==> src/design/sccb_pkg.sv <==
`default_nettype none

package sccb_pkg;

	//////////////////////////////////////////////////
	// Lane symbols

	// One lane word, four 8b/10b bytes per clock
	typedef logic [31:0] sccb_word_t;

	// K flag per byte, bit 0 goes with byte 0
	typedef logic [3:0] sccb_kflags_t;

	// Idle comma K28.5 in byte 0
	localparam sccb_word_t K_IDLE = 32'h0000_00bc;

	// Start of frame K27.7 in byte 0
	localparam sccb_word_t K_START = 32'h0000_00fb;

	// Flag patterns for control and data words
	localparam sccb_kflags_t KF_CTRL = 4'b0001;
	localparam sccb_kflags_t KF_DATA = 4'b0000;

	//////////////////////////////////////////////////
	// Frame header

	// Wishbone word address width, fixed by the header layout
	localparam int WB_ADDR_BITS = 25;

	typedef enum logic [1:0] {
		NONE	= 2'd0,
		REQ		= 2'd1,
		RSP		= 2'd2
	} sccb_kind_e;

	// Request view
	typedef struct packed {
		sccb_kind_e					kind;
		logic						write;
		logic [3:0]					sel;
		logic [WB_ADDR_BITS-1:0]	addr;
	} sccb_req_hdr_t;

	// Response view, reserved bits are sent as zero
	typedef struct packed {
		sccb_kind_e		kind;
		logic			error;
		logic [28:0]	rsvd;
	} sccb_rsp_hdr_t;

	// Kind sits in the top two bits of both views
	typedef union packed {
		sccb_req_hdr_t	req;
		sccb_rsp_hdr_t	rsp;
	} sccb_hdr_u;

endpackage

`default_nettype wire
==> src/design/sccb_msg_if.sv <==
`timescale 1ns/1ps
`default_nettype none

interface sccb_msg_if;
	import sccb_pkg::*;

	// Handshake, transfer when both are high
	logic		valid;
	logic		ready;

	// Header and data word of one frame
	sccb_hdr_u	hdr;
	sccb_word_t	data;

	// Source holds valid and fields steady until the transfer
	modport src(
		output valid,
		output hdr,
		output data,
		input ready
	);

	modport dst(
		input valid,
		input hdr,
		input data,
		output ready
	);

endinterface

`default_nettype wire

==> src/design/sccb_wb_bridge.sv <==
`timescale 1ns/1ps
`default_nettype none

module sccb_wb_bridge #(
	parameter int LINK_IDLES = 4
) (
	input wire									sysclk,
	input wire									rst_n,

	// Lane
	input wire sccb_pkg::sccb_word_t			rx_data,
	input wire sccb_pkg::sccb_kflags_t			rx_kflags,
	output wire sccb_pkg::sccb_word_t			tx_data,
	output wire sccb_pkg::sccb_kflags_t			tx_kflags,
	output wire									link_up,

	// Local Wishbone completer
	input wire									s_cyc,
	input wire									s_stb,
	input wire									s_we,
	input wire [sccb_pkg::WB_ADDR_BITS-1:0]		s_adr,
	input wire [31:0]							s_dat_w,
	input wire [3:0]							s_sel,
	output wire [31:0]							s_dat_r,
	output wire									s_ack,
	output wire									s_err,

	// Remote Wishbone requester
	output wire									m_cyc,
	output wire									m_stb,
	output wire									m_we,
	output wire [sccb_pkg::WB_ADDR_BITS-1:0]	m_adr,
	output wire [31:0]							m_dat_w,
	output wire [3:0]							m_sel,
	input wire [31:0]							m_dat_r,
	input wire									m_ack,
	input wire									m_err
);

	//////////////////////////////////////////////////
	// Message paths between bus engines and lane

	sccb_msg_if req_out();
	sccb_msg_if rsp_out();
	sccb_msg_if req_in();
	sccb_msg_if rsp_in();

	//////////////////////////////////////////////////
	// Lane side

	sccb_tx_framer framer_i (
		.sysclk(sysclk),
		.rst_n(rst_n),
		.link_up(link_up),
		.req(req_out),
		.rsp(rsp_out),
		.tx_data(tx_data),
		.tx_kflags(tx_kflags)
	);

	sccb_rx_deframer #(
		.LINK_IDLES(LINK_IDLES)
	) deframer_i (
		.sysclk(sysclk),
		.rst_n(rst_n),
		.rx_data(rx_data),
		.rx_kflags(rx_kflags),
		.link_up(link_up),
		.req(req_in),
		.rsp(rsp_in)
	);

	//////////////////////////////////////////////////
	// Bus side

	wb_req_engine req_eng_i (
		.sysclk(sysclk),
		.rst_n(rst_n),
		.req(req_in),
		.rsp(rsp_out),
		.m_cyc(m_cyc),
		.m_stb(m_stb),
		.m_we(m_we),
		.m_adr(m_adr),
		.m_dat_w(m_dat_w),
		.m_sel(m_sel),
		.m_dat_r(m_dat_r),
		.m_ack(m_ack),
		.m_err(m_err)
	);

	wb_comp_engine comp_eng_i (
		.sysclk(sysclk),
		.rst_n(rst_n),
		.link_up(link_up),
		.s_cyc(s_cyc),
		.s_stb(s_stb),
		.s_we(s_we),
		.s_adr(s_adr),
		.s_dat_w(s_dat_w),
		.s_sel(s_sel),
		.s_dat_r(s_dat_r),
		.s_ack(s_ack),
		.s_err(s_err),
		.req(req_out),
		.rsp(rsp_in)
	);

endmodule

`default_nettype wire

==> src/design/wb_comp_engine.sv <==
`timescale 1ns/1ps
`default_nettype none

module wb_comp_engine (
	input wire									sysclk,
	input wire									rst_n,
	input wire									link_up,

	input wire									s_cyc,
	input wire									s_stb,
	input wire									s_we,
	input wire [sccb_pkg::WB_ADDR_BITS-1:0]		s_adr,
	input wire [31:0]							s_dat_w,
	input wire [3:0]							s_sel,
	output logic [31:0]							s_dat_r,
	output logic								s_ack,
	output logic								s_err,

	sccb_msg_if.src								req,
	sccb_msg_if.dst								rsp
);
	import sccb_pkg::*;

	typedef enum logic [1:0] {
		C_IDLE,
		C_SEND,
		C_WAIT
	} state_t;

	state_t		state;

	// Outgoing request
	logic		req_v;
	sccb_hdr_u	req_hdr;
	sccb_word_t	req_data;

	logic		new_cycle;
	logic		rsp_take;

	//////////////////////////////////////////////////
	// Handshakes

	// A cycle being ended this clock is not a new one
	assign new_cycle	= s_cyc && s_stb && !s_ack && !s_err;

	// Responses are always taken, stale ones are simply dropped
	assign rsp.ready	= 1'b1;
	assign rsp_take		= rsp.valid && rsp.ready;

	assign req.valid	= req_v;
	assign req.hdr		= req_hdr;
	assign req.data		= req_data;

	//////////////////////////////////////////////////
	// Cycle FSM

	always_ff @(posedge sysclk) begin
		if (!rst_n) begin
			state	<= C_IDLE;
			req_v	<= 1'b0;
			s_ack	<= 1'b0;
			s_err	<= 1'b0;
		end else begin
			s_ack	<= 1'b0;
			s_err	<= 1'b0;
			case (state)
				C_IDLE: begin
					if (new_cycle) begin
						if (link_up) begin
							req_v	<= 1'b1;
							state	<= C_SEND;
						end else begin
							// No link, fail at once
							s_err	<= 1'b1;
						end
					end
				end
				C_SEND: begin
					// Link lost before the framer took it, withdraw
					if (!link_up) begin
						req_v	<= 1'b0;
						s_err	<= 1'b1;
						state	<= C_IDLE;
					end else if (req_v && req.ready) begin
						req_v	<= 1'b0;
						state	<= C_WAIT;
					end
				end
				C_WAIT: begin
					if (rsp_take) begin
						s_ack	<= !rsp.hdr.rsp.error;
						s_err	<= rsp.hdr.rsp.error;
						state	<= C_IDLE;
					end else if (!link_up) begin
						s_err	<= 1'b1;
						state	<= C_IDLE;
					end
				end
				default:
					state	<= C_IDLE;
			endcase
		end
	end

	// Request build and read data return
	always_ff @(posedge sysclk) begin
		if ((state == C_IDLE) && new_cycle) begin
			req_hdr.req	<= '{kind: REQ, write: s_we, sel: s_sel, addr: s_adr};
			req_data	<= s_we ? s_dat_w : '0;
		end
		if ((state == C_WAIT) && rsp_take)
			s_dat_r		<= rsp.data;
	end

endmodule

`default_nettype wire

==> src/design/wb_req_engine.sv <==
`timescale 1ns/1ps
`default_nettype none

module wb_req_engine (
	input wire									sysclk,
	input wire									rst_n,

	sccb_msg_if.dst								req,
	sccb_msg_if.src								rsp,

	output logic								m_cyc,
	output logic								m_stb,
	output logic								m_we,
	output logic [sccb_pkg::WB_ADDR_BITS-1:0]	m_adr,
	output logic [31:0]							m_dat_w,
	output logic [3:0]							m_sel,
	input wire [31:0]							m_dat_r,
	input wire									m_ack,
	input wire									m_err
);
	import sccb_pkg::*;

	// Pending response
	logic		rsp_v;
	sccb_hdr_u	rsp_hdr;
	sccb_word_t	rsp_data;

	logic		req_take;
	logic		wb_done;

	//////////////////////////////////////////////////
	// Handshakes

	// One request at a time, the next waits for the response to leave
	assign req.ready	= !m_cyc && !rsp_v;
	assign req_take		= req.valid && req.ready;

	// Classic cycle ends on either ack or err
	assign wb_done		= m_cyc && (m_ack || m_err);

	assign rsp.valid	= rsp_v;
	assign rsp.hdr		= rsp_hdr;
	assign rsp.data		= rsp_data;

	//////////////////////////////////////////////////
	// Bus cycle control

	always_ff @(posedge sysclk) begin
		if (!rst_n) begin
			m_cyc	<= 1'b0;
			m_stb	<= 1'b0;
			rsp_v	<= 1'b0;
		end else begin
			if (req_take) begin
				m_cyc	<= 1'b1;
				m_stb	<= 1'b1;
			end else if (wb_done) begin
				m_cyc	<= 1'b0;
				m_stb	<= 1'b0;
				rsp_v	<= 1'b1;
			end
			if (rsp_v && rsp.ready)
				rsp_v	<= 1'b0;
		end
	end

	// Request fields and response packing
	always_ff @(posedge sysclk) begin
		if (req_take) begin
			m_we	<= req.hdr.req.write;
			m_sel	<= req.hdr.req.sel;
			m_adr	<= req.hdr.req.addr;
			m_dat_w	<= req.data;
		end
		if (wb_done) begin
			rsp_hdr.rsp	<= '{kind: RSP, error: m_err, rsvd: '0};
			// Writes and failed reads send back zero
			rsp_data	<= (m_we || m_err) ? '0 : m_dat_r;
		end
	end

endmodule

`default_nettype wire

==> src/design/sccb_rx_deframer.sv <==
`timescale 1ns/1ps
`default_nettype none

module sccb_rx_deframer #(
	parameter int LINK_IDLES = 4
) (
	input wire							sysclk,
	input wire							rst_n,

	input wire sccb_pkg::sccb_word_t	rx_data,
	input wire sccb_pkg::sccb_kflags_t	rx_kflags,

	output logic						link_up,

	sccb_msg_if.src						req,
	sccb_msg_if.src						rsp
);
	import sccb_pkg::*;

	localparam int CNT_W = $clog2(LINK_IDLES + 1);

	// Word expected next on the lane
	typedef enum logic [1:0] {
		S_HUNT,
		S_HDR,
		S_DATA
	} state_t;

	state_t				state;
	logic [CNT_W-1:0]	idle_cnt;

	// Set when the current frame must be thrown away
	logic				drop_q;

	// Held output message
	logic				req_v;
	logic				rsp_v;
	sccb_hdr_u			out_hdr;
	sccb_word_t			out_data;

	sccb_hdr_u			rx_hdr;
	logic				is_idle;
	logic				is_start;
	logic				bad_word;

	//////////////////////////////////////////////////
	// Word classification

	// Incoming word seen through the header union
	assign rx_hdr	= rx_data;

	assign is_idle	= (rx_data == K_IDLE) && (rx_kflags == KF_CTRL);
	assign is_start	= (rx_data == K_START) && (rx_kflags == KF_CTRL);

	always_comb begin
		case (state)
			// Between frames only idles and starts are legal
			S_HUNT:
				bad_word = !is_idle && !is_start;
			// Kind is read before a view is chosen
			S_HDR:
				bad_word = (rx_kflags != KF_DATA) ||
					!((rx_hdr.req.kind == REQ) || (rx_hdr.req.kind == RSP));
			default:
				bad_word = (rx_kflags != KF_DATA);
		endcase
	end

	//////////////////////////////////////////////////
	// Link state and frame tracking

	always_ff @(posedge sysclk) begin
		if (!rst_n) begin
			state		<= S_HUNT;
			link_up		<= 1'b0;
			idle_cnt	<= '0;
			drop_q		<= 1'b0;
			req_v		<= 1'b0;
			rsp_v		<= 1'b0;
		end else begin
			// Release the held message once taken
			if (req_v && req.ready)
				req_v	<= 1'b0;
			if (rsp_v && rsp.ready)
				rsp_v	<= 1'b0;

			// Link training on consecutive idles
			if (bad_word) begin
				link_up		<= 1'b0;
				idle_cnt	<= '0;
			end else if (is_idle) begin
				if (!link_up) begin
					if (idle_cnt == CNT_W'(LINK_IDLES - 1))
						link_up		<= 1'b1;
					else
						idle_cnt	<= idle_cnt + 1'b1;
				end
			end else begin
				// Any other good word breaks the idle run
				idle_cnt	<= '0;
			end

			case (state)
				S_HUNT: begin
					if (link_up && is_start) begin
						state	<= S_HDR;
						// Still holding a message, so this frame goes nowhere
						drop_q	<= req_v || rsp_v;
					end
				end
				S_HDR: begin
					if (bad_word)
						state	<= S_HUNT;
					else
						state	<= S_DATA;
				end
				S_DATA: begin
					state	<= S_HUNT;
					if (!bad_word && !drop_q) begin
						if (out_hdr.req.kind == REQ)
							req_v	<= 1'b1;
						else
							rsp_v	<= 1'b1;
					end
				end
				default:
					state	<= S_HUNT;
			endcase
		end
	end

	// Header and data capture
	always_ff @(posedge sysclk) begin
		if ((state == S_HDR) && !bad_word && !drop_q)
			out_hdr		<= rx_hdr;
		if ((state == S_DATA) && !bad_word && !drop_q)
			out_data	<= rx_data;
	end

	// Both outputs share one message buffer
	assign req.valid	= req_v;
	assign req.hdr		= out_hdr;
	assign req.data		= out_data;
	assign rsp.valid	= rsp_v;
	assign rsp.hdr		= out_hdr;
	assign rsp.data		= out_data;

endmodule

`default_nettype wire

==> src/design/sccb_tx_framer.sv <==
`timescale 1ns/1ps
`default_nettype none

module sccb_tx_framer (
	input wire							sysclk,
	input wire							rst_n,
	input wire							link_up,

	sccb_msg_if.dst						req,
	sccb_msg_if.dst						rsp,

	output sccb_pkg::sccb_word_t		tx_data,
	output sccb_pkg::sccb_kflags_t		tx_kflags
);
	import sccb_pkg::*;

	//////////////////////////////////////////////////
	// Arbitration

	// Next word to send after the start word
	typedef enum logic [1:0] {
		S_IDLE,
		S_HDR,
		S_DATA
	} state_t;

	state_t		state;

	// Latched copy of the granted message
	sccb_hdr_u	msg_hdr;
	sccb_word_t	msg_data;

	logic		can_take;
	logic		take_rsp;
	logic		take_req;

	// Only take a message between frames with the link up
	assign can_take = link_up && (state == S_IDLE);

	// Responses go first so the remote side is never starved
	assign rsp.ready = can_take;
	assign req.ready = can_take && !rsp.valid;

	assign take_rsp = rsp.valid && rsp.ready;
	assign take_req = req.valid && req.ready;

	//////////////////////////////////////////////////
	// Frame sequencer

	always_ff @(posedge sysclk) begin
		if (!rst_n) begin
			state		<= S_IDLE;
			tx_data		<= K_IDLE;
			tx_kflags	<= KF_CTRL;
		end else begin
			case (state)
				S_IDLE: begin
					tx_kflags	<= KF_CTRL;
					if (take_rsp || take_req) begin
						tx_data	<= K_START;
						state	<= S_HDR;
					end else begin
						// Nothing to send, keep the comma stream going
						tx_data	<= K_IDLE;
					end
				end
				S_HDR: begin
					tx_data		<= msg_hdr;
					tx_kflags	<= KF_DATA;
					state		<= S_DATA;
				end
				S_DATA: begin
					tx_data		<= msg_data;
					tx_kflags	<= KF_DATA;
					state		<= S_IDLE;
				end
				default: begin
					tx_data		<= K_IDLE;
					tx_kflags	<= KF_CTRL;
					state		<= S_IDLE;
				end
			endcase
		end
	end

	// Message latch
	always_ff @(posedge sysclk) begin
		if (take_rsp) begin
			msg_hdr		<= rsp.hdr;
			msg_data	<= rsp.data;
		end else if (take_req) begin
			msg_hdr		<= req.hdr;
			msg_data	<= req.data;
		end
	end

endmodule

`default_nettype wire

==> config.mk <==
export PLATFORM = sky130hd
export DESIGN_NAME = sccb_wb_bridge
export DESIGN_NICKNAME = d
export VERILOG_FILES = /design/src/design/sccb_pkg.sv /design/src/design/sccb_msg_if.sv /design/src/design/sccb_wb_bridge.sv /design/src/design/wb_comp_engine.sv /design/src/design/wb_req_engine.sv /design/src/design/sccb_rx_deframer.sv /design/src/design/sccb_tx_framer.sv
export SDC_FILE = /design/constraint.sdc
export NUM_CORES = 1
export LEC_CHECK = 0
export BUFFER_PORTS_ARGS = -buffer_cell sky130_fd_sc_hd__buf_2
export CORE_MARGIN = 2
export CORE_UTILIZATION = 45
export CTS_CLUSTER_SIZE = 12
export DETAILED_ROUTE_END_ITERATION = 8
export GPL_TIMING_DRIVEN = 0
export PLACE_DENSITY = 0.72
export SLEW_MARGIN = 20
export SYNTH_ARGS = -nofsm -noshare
export SYNTH_HDL_FRONTEND = slang
export SYNTH_SLANG_ARGS = --single-unit
==> constraint.sdc <==
create_clock -name sysclk -period 8.2 [get_ports sysclk]
set_input_delay 1.23 -clock sysclk [delete_from_list [all_inputs] [get_ports sysclk]]
set_output_delay 1.23 -clock sysclk [all_outputs]
set_load 0.1 [all_outputs]
# After elaboration in Yosys (flattened, before gate mapping)
# Cells that the tools add are included.
# word_totals
regBits,371
in_bits,136
wordCells,147
# op_classes
add_sub_neg,1
n_eq_ne,19
n_mux,38
bitwise,5
n_reduce_logical,55
# op_table
cell,n
two-way mux 32 bit,3
one-hot mux 32 bit (3 select lines),1
"equality test 32 x 8 -> 1 bit, second input constant",2
two-way mux 30 bit,1
logical AND 1 bit,21
two-way mux 2 bit,9
two-way mux 1 bit,17
"equality test 2 x 1 -> 1 bit, second input constant",5
zero test 1 bit,10
"equality test 2 bit, second input constant",4
one-hot mux 2 bit (2 select lines),2
AND reduction 4 bit,2
two-way mux 7 bit,1
zero test 2 bit,3
logical OR 1 bit,6
"!= test 3 bit, second input constant",2
one-hot mux 2 bit (3 select lines),1
AND reduction 2 bit,3
AND reduction 3 bit,2
nonzero test 2 bit,3
OR reduction 2 bit,3
NOT 1 bit,5
"equality test 4 x 1 -> 1 bit, second input constant",1
"!= test 2 x 1 -> 1 bit, second input constant",2
7 further kinds,9

# Depth between registers and ports, before layout
# depth
ltp_word,9
ltp_mapped,6

# Hierarchy
# Synthesis repeated with hierarchy kept, for this count alone.
# unflattened
hier_cells,799
hier_area_um2,14024.7
# by_module_without_submodules
module,n_inst,cells_each,area_per_inst_um2
sccb_tx_framer,1,263,4275.4
wb_req_engine,1,176,3442.1
wb_comp_engine,1,163,3308.2
sccb_rx_deframer,1,197,2999.1

# Worst setup path after synthesis
# OpenSTA, ideal clock, no wires.
# synth_path
path_kind,input to register
start,input s_cyc
end,"register comp_eng_i.req_data[0], in the netlist comp_eng_i.req.data[0] (enable)"
setup_ns,0.559
arrival_ns,5.556
required_time_ns,7.641
setup_slack_ns,2.086
path_stages,2
path_cell_list,nand3_1 -> nor3_1
# synth_via
elab_chain_cells,4
# synth_lines
element,line,text
"start, declared",sccb_wb_bridge.sv:18,"input wire s_cyc,"
logical AND 1 bit (3 in a row),wb_comp_engine.sv:44,assign new_cycle = s_cyc && s_stb && !s_ack && !s_err;
logical AND 1 bit,wb_comp_engine.sv:107,if ((state == C_IDLE) && new_cycle) begin
"end signal, assigned",wb_comp_engine.sv:109,req_data <= s_we ? s_dat_w : '0;
"end, declared",wb_comp_engine.sv:35,sccb_word_t req_data;
# Every way passes these cells.
# A chain may end at the register's enable or synchronous reset.

# Final worst setup path
# layout_path
start,input rx_data[30]
end,register deframer_i.out_hdr (netlist bit deframer_i.req.hdr[2]) (enable)
# layout_via
elab_chain_cells,8
word_cells_on_any_way,16
cone_classes,4 x eq/ne; 1 x mux; 11 x reduce/logical
# layout_lines
element,line,text
"start, declared",sccb_wb_bridge.sv:11,"input wire sccb_pkg::sccb_word_t rx_data,"
"equality test 32 x 8 -> 1 bit, or another cell as far along",sccb_rx_deframer.sv:52,assign is_idle = (rx_data == K_IDLE) && (rx_kflags == KF_CTRL);
"logical AND 1 bit, or another cell as far along",sccb_rx_deframer.sv:52,
zero test 1 bit (on tied branches),"sccb_rx_deframer.sv:59, sccb_rx_deframer.sv:63",
logical AND 1 bit / logical OR 1 bit (equally long branches),"sccb_rx_deframer.sv:59, sccb_rx_deframer.sv:62",
one-hot mux 1 bit (2 select lines) (*),sccb_rx_deframer.sv:56,case (state)
zero test 1 bit (*),sccb_rx_deframer.sv:134,if ((state == S_HDR) && !bad_word && !drop_q)
logical AND 1 bit (*) (2 in a row),sccb_rx_deframer.sv:134,
"end signal, assigned",sccb_rx_deframer.sv:135,out_hdr <= rx_hdr;
"end, declared",sccb_rx_deframer.sv:38,sccb_hdr_u out_hdr;
# Every way passes the cells marked *; elsewhere a longest branch is shown, timed or not.

==> flow_metrics.env <==
export IMPL_outcome="completed"
export IMPL_layout_drive_gt1_share_pct=34.5
export IMPL_die_w_um=172
export IMPL_syn2layout_area_growth_pct=25.9
export IMPL_start_kind="input port"
export IMPL_yosysTopAreaCell="edfxtp_1"
export IMPL_multi_input_area_mm2=0.00203
export IMPL_p_leak_nw=5.91
export IMPL_r2r_cells=5
export IMPL_nets=1161
export IMPL_cts_sinks=368
export IMPL_core_mm2=0.0278
export IMPL_crit_start="rx_data[30]"
export IMPL_p_clk_share_pct=43.4
export IMPL_yosys_area_top_type_share_pct=75.0
export IMPL_post_drt_wl_per_cell_um=18.3
export IMPL_synth_seq_area_share_pct=83.0
export IMPL_cts_made_buffers=38
export IMPL_seqPwrFrac_pct=54.2
export IMPL_final_util_pct=57.5
export IMPL_fin_setup_tns_ns=0
export IMPL_synth_top_family_by_area="simple AND/OR/NAND/NOR gates"
export IMPL_crit_arrival_ns=3.32
export IMPL_setup_violations=0
export IMPL_worstPathRequired_ns=8.41
export IMPL_clock_skew_ns=0.0188
export IMPL_synth_mux_area_share_pct=3.01
export IMPL_crit_fanout=6
export IMPL_r2r_start="deframer_i.state[1]"
export IMPL_final_seq_area_mm2=0.0105
export IMPL_synthTopCellsByArea="edfxtp_1, dfxtp_1, and2_1"
export IMPL_rsz0062_at_grt="no"
export IMPL_max_freq_ghz=0.322
export IMPL_hold_path_class="reg2reg"
export IMPL_grt_max_degree=39
export IMPL_power_density_mw_per_mm2=235
export IMPL_drt_antenna_violating_nets=0
export IMPL_slew_headroom_pct=54.3
export IMPL_reg2reg_slack_ns=5.76
export IMPL_clkTransAtPathRegs_ns=0.06
export IMPL_wirelength_mm=26.1
export IMPL_grt_pass1_wl_mm=38.0
export IMPL_synthCells=685
export IMPL_post_cts_hold_buffer_count=0
export IMPL_synth_compound_area_share_pct=3.35
export IMPL_cts_tree="done"
export IMPL_slew_violations=0
export IMPL_grt_pass1_vias=6897
export IMPL_h_tree_depth=2
export IMPL_synthFlopType="edfxtp_1"
export IMPL_grt_antenna_before_repair=3
export IMPL_grtUsageTotal_pct=17.2
export IMPL_fillCellCount=2138
export IMPL_first_pass_iters=5
export IMPL_start_util_pct=45.7
export IMPL_drt_initial_drc_count=650
export IMPL_die_h_um=172
export IMPL_synthTopCellsByCount="edfxtp_1, and2_1, dfxtp_1, nor2_1, mux2_1"
export IMPL_yosys_warnings=0
export IMPL_async_flop_share_pct=0
export IMPL_cts_root_buffer_cell="clkbuf_16"
export IMPL_clk_latency_ns=0.52
export IMPL_drc=0
export IMPL_synth_area_mm2=0.0127
export IMPL_synth_cell_types=49
export IMPL_timing_final_crit_share_pct=37.9
export IMPL_synth_simple_area_share_pct=8.40
export IMPL_synth_edf_count=317
export IMPL_cts_path_max_buffers=3
export IMPL_power_mw=3.76
export IMPL_cts_setup_buffers=0
export IMPL_hold_violations=0
export IMPL_hold_slack_ns=0.413
export IMPL_peakVddDrop_v=0.000195
export IMPL_internal_power_mw=3.04
export IMPL_r2r_end="deframer_i.req.hdr[2]"
export IMPL_post_dp_hpwl_mm=18.4
export IMPL_p_comb_share_pct=2.4
export IMPL_port_buffers=266
export IMPL_cp_endpoint="deframer_i.req.hdr[2]"
export IMPL_cap_viol_max_count=0
export IMPL_crit_type="in2reg"
export IMPL_die_area_mm2=0.0296
export IMPL_grt_overflow_total=0
export IMPL_vias=7023
export IMPL_vias_per_cell=4.92
export IMPL_rows=61
export IMPL_globalplace_congestion=0.763
export IMPL_ys_ff_latch=368
export IMPL_synth_area_per_cell_um2=18.5
export IMPL_swShare_pct=19.2
export IMPL_critPathCaptureType="flop"
export IMPL_yosysMostFrequentCell="edfxtp_1"
export IMPL_synth_adder_area_share_pct=0.788
export IMPL_fin_crit_ns=3.11
export IMPL_ios=271
export IMPL_tightest_slew_ns=0.683
export IMPL_post_cts_resized=0
export IMPL_yosys_area_share_xor_xnor_pct=0.0690
export IMPL_power_switching_uw=723
[state kept, by name, indices dropped and copies added, names as in the netlist, 32 cells and up]
| register | flops |
|---|---|
| framer_i.msg_data | 32 |
| framer_i.tx_data | 32 |
| deframer_i.req.data | 32 |
| comp_eng_i.s_dat_r | 32 |
| comp_eng_i.req.data | 32 |
| framer_i.msg_hdr | 32 |
| req_eng_i.rsp.data | 32 |
| deframer_i.req.hdr | 32 |
| req_eng_i.m_dat_w | 32 |
[critical path, cell delays in order]
cell	delay, ns
buf_2	0.11
inv_1	0.05
ha_1	0.28
a21oi_1	0.09
or3_1	0.50
nor4_2	0.55
buf_2	0.30
buf_2	0.21
[metal layers]
| metal | routed length, um | vias to the layer above | track usage (%) |
|---|---|---|---|
| li1 | - | 3249 | - |
| met1 | 10300 | 3435 | 20.6 |
| met2 | 13100 | 287 | 30.2 |
| met3 | 1820 | 52 | 4.05 |
| met4 | 815 | 0 | 6.47 |
| met5 | 0 | - | 0 |
[kinds of logic (layout without fill, tap and decap cells)]
family          count (synthesis)  in the layout
compound gates                 56             56
xor+xnor                        1              1
fa+ha+maj                       8              8
buf+inv                        39            399
flops                         368            368
mux                            34             34
other cells                     1              6
simple gates                  178            178
[final cells by class]
| class | instances | share of cell area, % |
|---|---|---|
| sequential | 368 | 65.9 |
| multi-input combinational | 280 | 12.7 |
| timing repair buffer | 290 | 9.87 |
| clock buffer | 64 | 6.95 |
| tap | 378 | 2.96 |
| buffer | 26 | 0.767 |
| clock inverter | 6 | 0.470 |
| inverter | 13 | 0.321 |
| antenna | 3 | 0.0470 |
[worst min path at each step]
stage / start / endpoint / slack (ns) / cells after the start
4_1_cts: deframer_i.req.hdr[2] / req_eng_i.m_adr[2] / 0.41 / 0
6_report: deframer_i.req.hdr[11] / req_eng_i.m_adr[11] / 0.41 / 0
2_1_floorplan: deframer_i.req.hdr[0] / req_eng_i.m_adr[0] / 0.40 / 0
3_3_place_gp: deframer_i.req.hdr[2] / req_eng_i.m_adr[2] / 0.40 / 0
3_5_place_dp: deframer_i.req.hdr[11] / req_eng_i.m_adr[11] / 0.40 / 0
5_1_grt: deframer_i.req.hdr[2] / req_eng_i.m_adr[2] / 0.41 / 0
[cell usage in the layout, fill, tap and decap left out, types with 8 or more instances in the layout]
cell type and n:
a21oi_1 9, a22oi_1 27, and2_1 93, buf_2 270, buf_4 15, clkbuf_1 39, clkbuf_16 40, dfxtp_1 51
edfxtp_1 317, ha_1 8, inv_1 9, mux2_1 33, nor2_1 37
[power by group through the flow]
stage          clock network [mW]  logic [mW]  registers, mW
6_report                     1.63      0.0913           2.04
5_1_grt                      1.74      0.0999           2.04
4_1_cts                      1.67      0.0920           2.04
3_5_place_dp                    0      0.0913           2.08
3_3_place_gp                    0      0.0854           2.08
2_1_floorplan                   0      0.0364           2.08
[stage by stage]
step                      setup slack (ns)  std cells  cell area (um^2)
after floorplan                       2.09        687             12700
after global placement              -0.368       1331             14500
after detailed placement              4.56       1355             14800
after CTS                             5.10       1425             16000
after global routing                  4.93       1427             16000
final                                 5.09       1428             16000
Power figures use the tool's default switching activity.
